`src/cachePkg.sv`:
```
// Cache control shared types
`default_nettype none

package cachePkg;

  // Fixed four-way organization
  parameter int NumWays = 4;

  // One bit per way
  typedef logic [NumWays-1:0] wayMaskT;

  // Way number, also the LRU code
  typedef logic [$clog2(NumWays)-1:0] wayIdxT;

  // Cycle type held for the running cache cycle
  typedef enum logic [1:0] {
    cycIdle = 2'd0,
    cycChan = 2'd1,
    cycEbox = 2'd2,
    cycCca  = 2'd3
  } cycTypeE;

endpackage

`default_nettype wire

```
`src/reqArbiter.sv`:
```
// Cache request arbiter
`timescale 1ns/1ps
`default_nettype none

module reqArbiter (
  input  var logic             clk,
  input  var logic             rstN,
  input  var logic             chanReq,
  input  var logic             eboxReq,
  input  var logic             ccaReq,
  input  var logic             readyToGo,
  output var logic             chanGrant,
  output var logic             eboxGrant,
  output var logic             ccaGrant,
  output var cachePkg::cycTypeE cycType
);

  import cachePkg::*;

  logic anyGrant;

  // Channel first, then EBOX, CCA last
  always_comb begin
    chanGrant = readyToGo & chanReq;
    eboxGrant = readyToGo & eboxReq & ~chanReq;
    ccaGrant  = readyToGo & ccaReq & ~chanReq & ~eboxReq;
  end

  assign anyGrant = chanGrant | eboxGrant | ccaGrant;

  // Cycle type loads with the grant and holds until the cache is ready again
  always_ff @(posedge clk) begin
    if (!rstN) begin
      cycType <= cycIdle;
    end else if (anyGrant) begin
      if (chanGrant) begin
        cycType <= cycChan;
      end else if (eboxGrant) begin
        cycType <= cycEbox;
      end else begin
        cycType <= cycCca;
      end
    end else if (readyToGo) begin
      cycType <= cycIdle;
    end
  end

endmodule

`default_nettype wire

```
`src/wayMatch.sv`:
```
// Way match and victim evaluation
`timescale 1ns/1ps
`default_nettype none

module wayMatch (
  input  var logic             clk,
  input  var logic             rstN,
  input  var logic             lookupT2,
  input  var cachePkg::wayMaskT validMatch,
  input  var cachePkg::wayMaskT anyWritten,
  input  var cachePkg::wayMaskT wordValid,
  input  var cachePkg::wayIdxT  lru,
  output var logic             anyValid,
  output var logic             rdFound,
  output var logic             writtenMatch,
  output var logic             victimDirty,
  output var cachePkg::wayIdxT  matchWay,
  output var cachePkg::wayIdxT  victimWay
);

  import cachePkg::*;

  logic   anyValidNxt;
  logic   rdFoundNxt;
  logic   writtenMatchNxt;
  logic   victimDirtyNxt;
  wayIdxT matchWayNxt;

  // Per-way reductions
  always_comb begin
    anyValidNxt     = |validMatch;
    rdFoundNxt      = |(validMatch & wordValid);
    writtenMatchNxt = |(validMatch & anyWritten);
    victimDirtyNxt  = anyWritten[lru];
  end

  // Lowest-numbered matching way wins
  always_comb begin
    matchWayNxt = '0;
    for (int i = NumWays - 1; i >= 0; i--) begin
      if (validMatch[i]) begin
        matchWayNxt = wayIdxT'(i);
      end
    end
  end

  // Status flags, valid in T3
  always_ff @(posedge clk) begin
    if (!rstN) begin
      anyValid     <= 1'b0;
      rdFound      <= 1'b0;
      writtenMatch <= 1'b0;
      victimDirty  <= 1'b0;
    end else if (lookupT2) begin
      anyValid     <= anyValidNxt;
      rdFound      <= rdFoundNxt;
      writtenMatch <= writtenMatchNxt;
      victimDirty  <= victimDirtyNxt;
    end
  end

  // Way numbers held until the next lookup
  always_ff @(posedge clk) begin
    if (lookupT2) begin
      matchWay  <= matchWayNxt;
      victimWay <= lru;
    end
  end

endmodule

`default_nettype wire

```
`src/cycleSeq.sv`:
```
// Cache cycle sequencer
`timescale 1ns/1ps
`default_nettype none

module cycleSeq (
  input  var logic             clk,
  input  var logic             rstN,
  input  var logic             chanGrant,
  input  var logic             eboxGrant,
  input  var logic             ccaGrant,
  input  var cachePkg::cycTypeE cycType,
  input  var logic             vmaRead,
  input  var logic             cacheBit,
  input  var logic             coreBusy,
  input  var logic             coreDataValid,
  input  var logic             anyValid,
  input  var logic             rdFound,
  input  var logic             writtenMatch,
  input  var logic             victimDirty,
  input  var cachePkg::wayIdxT  matchWay,
  input  var cachePkg::wayIdxT  victimWay,
  output var logic             readyToGo,
  output var logic             lookupT2,
  output var logic             coreRdReq,
  output var logic             eboxResp,
  output var logic             cacheWr,
  output var logic             coreWrReq,
  output var logic             writeback,
  output var logic             retryReq,
  output var logic             chanHit,
  output var logic             ccaInval,
  output var cachePkg::wayIdxT  hitWay
);

  import cachePkg::*;

  logic anyGrant;
  logic t1;
  logic t2;
  logic t3;
  logic busyT2;
  logic fillCache;
  logic coreRdPend;
  logic rdDone;

  logic eboxRdT3;
  logic eboxWrT3;
  logic rdHit;
  logic rdMiss;
  logic wrHit;
  logic wrMiss;
  logic missBusy;
  logic missDirty;
  logic startRd;
  logic wrAlloc;
  logic wrCore;
  logic ccaT3;
  logic ccaWb;

  assign anyGrant = chanGrant | eboxGrant | ccaGrant;

  // Timing chain, grant cycle is T0
  always_ff @(posedge clk) begin
    if (!rstN) begin
      t1 <= 1'b0;
      t2 <= 1'b0;
      t3 <= 1'b0;
    end else begin
      t1 <= anyGrant;
      t2 <= t1;
      t3 <= t2;
    end
  end

  assign lookupT2 = t2;

  // Core status taken with the lookup
  always_ff @(posedge clk) begin
    if (!rstN) begin
      busyT2 <= 1'b0;
    end else if (t2) begin
      busyT2 <= coreBusy;
    end
  end

  // T3 outcome decode
  always_comb begin
    eboxRdT3 = t3 & (cycType == cycEbox) & vmaRead;
    eboxWrT3 = t3 & (cycType == cycEbox) & ~vmaRead;

    rdHit  = eboxRdT3 & rdFound;
    rdMiss = eboxRdT3 & ~rdFound;
    wrHit  = eboxWrT3 & anyValid;
    wrMiss = eboxWrT3 & ~anyValid;

    // Busy core turns any miss into a plain retry
    missBusy  = (rdMiss | wrMiss) & busyT2;
    missDirty = (rdMiss | wrMiss) & ~busyT2 & cacheBit & victimDirty;

    startRd = rdMiss & ~busyT2 & ~(cacheBit & victimDirty);
    wrAlloc = wrMiss & ~busyT2 & cacheBit & ~victimDirty;
    wrCore  = wrMiss & ~busyT2 & ~cacheBit;

    ccaT3 = t3 & (cycType == cycCca);
    ccaWb = ccaT3 & anyValid & writtenMatch;
  end

  // Core read stays requested until data arrives
  assign coreRdReq = startRd | coreRdPend;

  always_ff @(posedge clk) begin
    if (!rstN) begin
      coreRdPend <= 1'b0;
      rdDone     <= 1'b0;
    end else begin
      coreRdPend <= coreRdReq & ~coreDataValid;
      rdDone     <= coreRdReq & coreDataValid;
    end
  end

  // Whether the returned word goes into the cache
  always_ff @(posedge clk) begin
    if (!rstN) begin
      fillCache <= 1'b0;
    end else if (t3) begin
      fillCache <= cacheBit;
    end
  end

  always_ff @(posedge clk) begin
    if (!rstN) begin
      readyToGo <= 1'b1;
    end else if (anyGrant) begin
      readyToGo <= 1'b0;
    end else if ((t3 & ~startRd) | rdDone) begin
      readyToGo <= 1'b1;
    end
  end

  // Result pulses
  always_comb begin
    eboxResp  = rdHit | wrHit | wrAlloc | wrCore | rdDone;
    cacheWr   = wrHit | wrAlloc | (rdDone & fillCache);
    coreWrReq = wrCore;
    writeback = missDirty | ccaWb;
    retryReq  = missBusy | missDirty;
    chanHit   = t3 & (cycType == cycChan) & anyValid;
    ccaInval  = ccaT3 & anyValid & ~writtenMatch;
  end

  // Victim way for fills and miss writebacks, matched way otherwise
  always_comb begin
    if (rdDone | missDirty | wrAlloc) begin
      hitWay = victimWay;
    end else begin
      hitWay = matchWay;
    end
  end

endmodule

`default_nettype wire

```
`src/cacheCtl.sv`:
```
// Cache control top level
`timescale 1ns/1ps
`default_nettype none

module cacheCtl (
  input  var logic             clk,
  input  var logic             rstN,
  input  var logic             chanReq,
  input  var logic             eboxReq,
  input  var logic             ccaReq,
  input  var logic             vmaRead,
  input  var logic             cacheBit,
  input  var cachePkg::wayMaskT validMatch,
  input  var cachePkg::wayMaskT anyWritten,
  input  var cachePkg::wayMaskT wordValid,
  input  var cachePkg::wayIdxT  lru,
  input  var logic             coreBusy,
  input  var logic             coreDataValid,
  output var logic             chanGrant,
  output var logic             eboxGrant,
  output var logic             ccaGrant,
  output var logic             readyToGo,
  output var logic             coreRdReq,
  output var logic             eboxResp,
  output var logic             cacheWr,
  output var logic             coreWrReq,
  output var logic             writeback,
  output var logic             retryReq,
  output var logic             chanHit,
  output var logic             ccaInval,
  output var cachePkg::wayIdxT  hitWay
);

  import cachePkg::*;

  cycTypeE cycType;
  logic    lookupT2;
  logic    anyValid;
  logic    rdFound;
  logic    writtenMatch;
  logic    victimDirty;
  wayIdxT  matchWay;
  wayIdxT  victimWay;

  reqArbiter uArb (
    .clk       (clk),
    .rstN      (rstN),
    .chanReq   (chanReq),
    .eboxReq   (eboxReq),
    .ccaReq    (ccaReq),
    .readyToGo (readyToGo),
    .chanGrant (chanGrant),
    .eboxGrant (eboxGrant),
    .ccaGrant  (ccaGrant),
    .cycType   (cycType)
  );

  // Runs beside the arbiter, strobed at T2
  wayMatch uMatch (
    .clk          (clk),
    .rstN         (rstN),
    .lookupT2     (lookupT2),
    .validMatch   (validMatch),
    .anyWritten   (anyWritten),
    .wordValid    (wordValid),
    .lru          (lru),
    .anyValid     (anyValid),
    .rdFound      (rdFound),
    .writtenMatch (writtenMatch),
    .victimDirty  (victimDirty),
    .matchWay     (matchWay),
    .victimWay    (victimWay)
  );

  cycleSeq uSeq (
    .clk           (clk),
    .rstN          (rstN),
    .chanGrant     (chanGrant),
    .eboxGrant     (eboxGrant),
    .ccaGrant      (ccaGrant),
    .cycType       (cycType),
    .vmaRead       (vmaRead),
    .cacheBit      (cacheBit),
    .coreBusy      (coreBusy),
    .coreDataValid (coreDataValid),
    .anyValid      (anyValid),
    .rdFound       (rdFound),
    .writtenMatch  (writtenMatch),
    .victimDirty   (victimDirty),
    .matchWay      (matchWay),
    .victimWay     (victimWay),
    .readyToGo     (readyToGo),
    .lookupT2      (lookupT2),
    .coreRdReq     (coreRdReq),
    .eboxResp      (eboxResp),
    .cacheWr       (cacheWr),
    .coreWrReq     (coreWrReq),
    .writeback     (writeback),
    .retryReq      (retryReq),
    .chanHit       (chanHit),
    .ccaInval      (ccaInval),
    .hitWay        (hitWay)
  );

endmodule

`default_nettype wire

```
`config.mk`:
```
export PLATFORM = sky130hd
export DESIGN_NAME = cacheCtl
export DESIGN_NICKNAME = d
export VERILOG_FILES = /design/src/cachePkg.sv /design/src/reqArbiter.sv /design/src/wayMatch.sv /design/src/cycleSeq.sv /design/src/cacheCtl.sv
export SDC_FILE = /design/constraint.sdc
export NUM_CORES = 1
export LEC_CHECK = 0
export BUFFER_PORTS_ARGS = -buffer_cell sky130_fd_sc_hd__buf_2
export CAP_MARGIN = 20
export CORE_AREA = 2 2 42 53
export CTS_BUF_LIST = sky130_fd_sc_hd__clkbuf_8
export DETAILED_ROUTE_END_ITERATION = 7
export DIE_AREA = 0 0 44 55
export PLACE_DENSITY_LB_ADDON = 0.12
export RECOVER_POWER = 25
export SLEW_MARGIN = 10
export SYNTH_ARGS = -nofsm -noshare
export SYNTH_HDL_FRONTEND = slang
export SYNTH_SLANG_ARGS = --single-unit
```
`constraint.sdc`:
```
create_clock -name clk -period 1.5 [get_ports clk]
set_input_delay 0.075 -clock clk [delete_from_list [all_inputs] [get_ports clk]]
set_output_delay 0.075 -clock clk [all_outputs]
set_load 0.05 [all_outputs]
```
==> results_dict.tcl <==
set metrics [dict create \
    antenna_found_initial 0 \
    ys_seq_elements 18 \
    max_freq_mhz 640 \
    syn_to_final_growth_pct 38.6 \
    syn-instance-count 95 \
    min_path_type "primary input to flip-flop" \
    final_cell_mix "26 x buf_2, 12 x dfxtp_1, 9 x inv_1, 9 x nor2_1, 5 x nand2_1" \
    place_congestion 0.830 \
    wl_um 2170 \
    grtUsageTotal 0.212 \
    clk_pin_slew_ns 0.07 \
    largestRegisters "uArb.cycType (2), uMatch.matchWay (2), uMatch.victimWay (2)" \
    numCtsBuffers 3 \
    cap_viol_max_count 0 \
    violations "negative setup slack" \
    antenna_cells 0 \
    die_x_um 44 \
    clk_root_buffer_cell "clkbuf_8" \
    hold_viol 0 \
    criticalPathCategory "flip-flop to output pin" \
    status "finished with violations" \
    dp.cells 150 \
    io-pin-count 37 \
    crit_cells 4 \
    slew_violations 0 \
    insertion_delay_ns 0.25 \
    worstMarginPinSlew_ns 0.627 \
    cts_setup_buffers 0 \
    cpPeakStageDelay_ns 0.35 \
    synth_cell_types 35 \
    hpwlAfterDp_um 1720 \
    synth-async-reset-ratio 0 \
    rsz0062_at_grt "yes" \
    instances_no_fill 155 \
    wire_per_inst_um 14.0 \
    worstPathRequired_ns 1.42 \
    slowest_stage "dfxtp_1" \
    vdd_ir_drop_max_uv 825 \
    dr.pass1.iters 4 \
    vias_per_cell 5.59 \
    syn-cell-area_um2 897 \
    drt-initial-drc-count 9 \
    h-tree-depth 1 \
    grt_pass1_wl_um 3750 \
    power_mw 1.17 \
    holdWs_ns 0.0721 \
    dp_worst_setup_slack_ns 0.127 \
    start_util 0.463 \
    layout_worst_path_cycle_share 1.04 \
    synthesis.nets 118 \
    design.die.area_um2 2420 \
    layout.cells.most_common "buf_2" \
    grt_overflow_total 0 \
    clockBufferDepth 2 \
    yosysSeqAreaShare 0.446 \
    rows 18 \
    vias 867 \
    nets 159 \
    coreArea_um2 1940 \
    port_buffers 36 \
    ys_warn_count 0 \
    setup_viol_count_final 2 \
    drc 0 \
    min_period_ns 1.56 \
    drive_above_1_share 0.407 \
    grt_pass1_vias 865 \
    cp-start-kind "flip-flop" \
    slew_headroom 0.576 \
    setup_ws_ns -0.0620 \
    p_per_area_nw_per_um2 940 \
    worstHoldPathCells 3 \
    die_y_um 55 \
    cts_tree "yes" \
    antenna_left 0 \
    yosys_most_used_dff "dfxtp_1" \
    fin_setup_tns_ns -0.122 \
    skew_ns 0.00191 \
    cp_max_fo 6 \
    clock_sinks 18 \
    place_area_um2 1120 \
    crit_chain "and3b_2 -> o211a_1 -> o311ai_2 -> buf_6" \
    finalInstanceArea_um2 1240 \
    critPathArrivalTime_ns 1.49 \
    path_delay_family "compound AO/OA/AOI/OAI gates" \
    grt_max_degree 14 \
    final_util 0.642 \
    synth_area_per_cell_um2 9.44 \
    cp-end-kind "output pin" \
    reg2reg_depth 3 \
    p_leak_nw 0.549 \
    synth_edf_count 4 \
    crit_buf_inv 1 \
]
where the power goes:
part | leakage [nW] | switching, mW | internal [mW] | total [mW]
logic | 0.368 | 0.130 | 0.0867 | 0.216
registers | 0.153 | 0.0360 | 0.529 | 0.565
clock network | 0.0288 | 0.155 | 0.233 | 0.388
cell usage after synthesis (2+ instances only):
cell       instances  share of area
a22oi_1            4          0.033
inv_1              9          0.038
o21ai_0            3          0.017
a31oi_1            5          0.035
nor2_1             9          0.038
o2111ai_1          2          0.020
o31ai_1            2          0.017
and2_1             3          0.021
mux2i_1            2          0.022
nor3_1             3          0.017
nand2b_1           2          0.014
dfxtp_1           14           0.31
and3b_1            3          0.029
a21oi_1            4          0.022
nor2b_1            3          0.021
nand2_1            5          0.021
edfxtp_1           4           0.13
tightest hold or removal path: cells and delay by family:
family,cells,cell delay [ns]
buf+inv,1,0.08
simple gates,1,0.08
mux,1,0.06
repair_timing:
| item | CTS | global route |
|---|---|---|
| resized for setup | 14 | 7 |
| hold buffers | 1 | 0 |
| endpoints found under the setup margin | 6 | 6 |
| endpoints found under the hold margin | 1 | 0 |
| pin swaps | 2 | 1 |
cells by family (layout without fill, tap and decap cells):
group,Yosys count,in the layout,synth area share
multiplexers,3,3,0.0474
flip-flops,18,18,0.446
buffers and inverters,11,51,0.0502
AND/OR/NAND/NOR,34,34,0.212
AO/OA/AOI/OAI,29,29,0.244
layer usage:
| layer | wire [um] | track usage |
|---|---|---|
| met4 | 19 | 0.101 |
| met1 | 937 | 0.252 |
| met2 | 1110 | 0.375 |
| met3 | 109 | 0.0325 |
| met5 | 0 | 0 |
cell type report:
cell class / instances / area, um2
timing repair buffer: 38 / 223
tap: 20 / 25.0
sequential: 18 / 403
inverter: 9 / 33.8
multi-input combinational: 66 / 504
fill: 173 / 693
clock buffer: 4 / 55.1
final timing paths:
check	start	to	slack (ns)
worst min register to register	uSeq.t1$_SDFF_PN0_	uSeq.lookupT2$_SDFF_PN0_	0.45
worst max-delay path	uSeq.t3$_SDFF_PN0_	hitWay[0]	-0.06
worst max register to register	uSeq.t3$_SDFF_PN0_	uSeq.readyToGo$_SDFFE_PN1P_	0.25
worst min-delay path	coreBusy	uSeq.busyT2$_SDFFE_PN0P_	0.07
No activity file was read; power rests on OpenSTA's default activity.
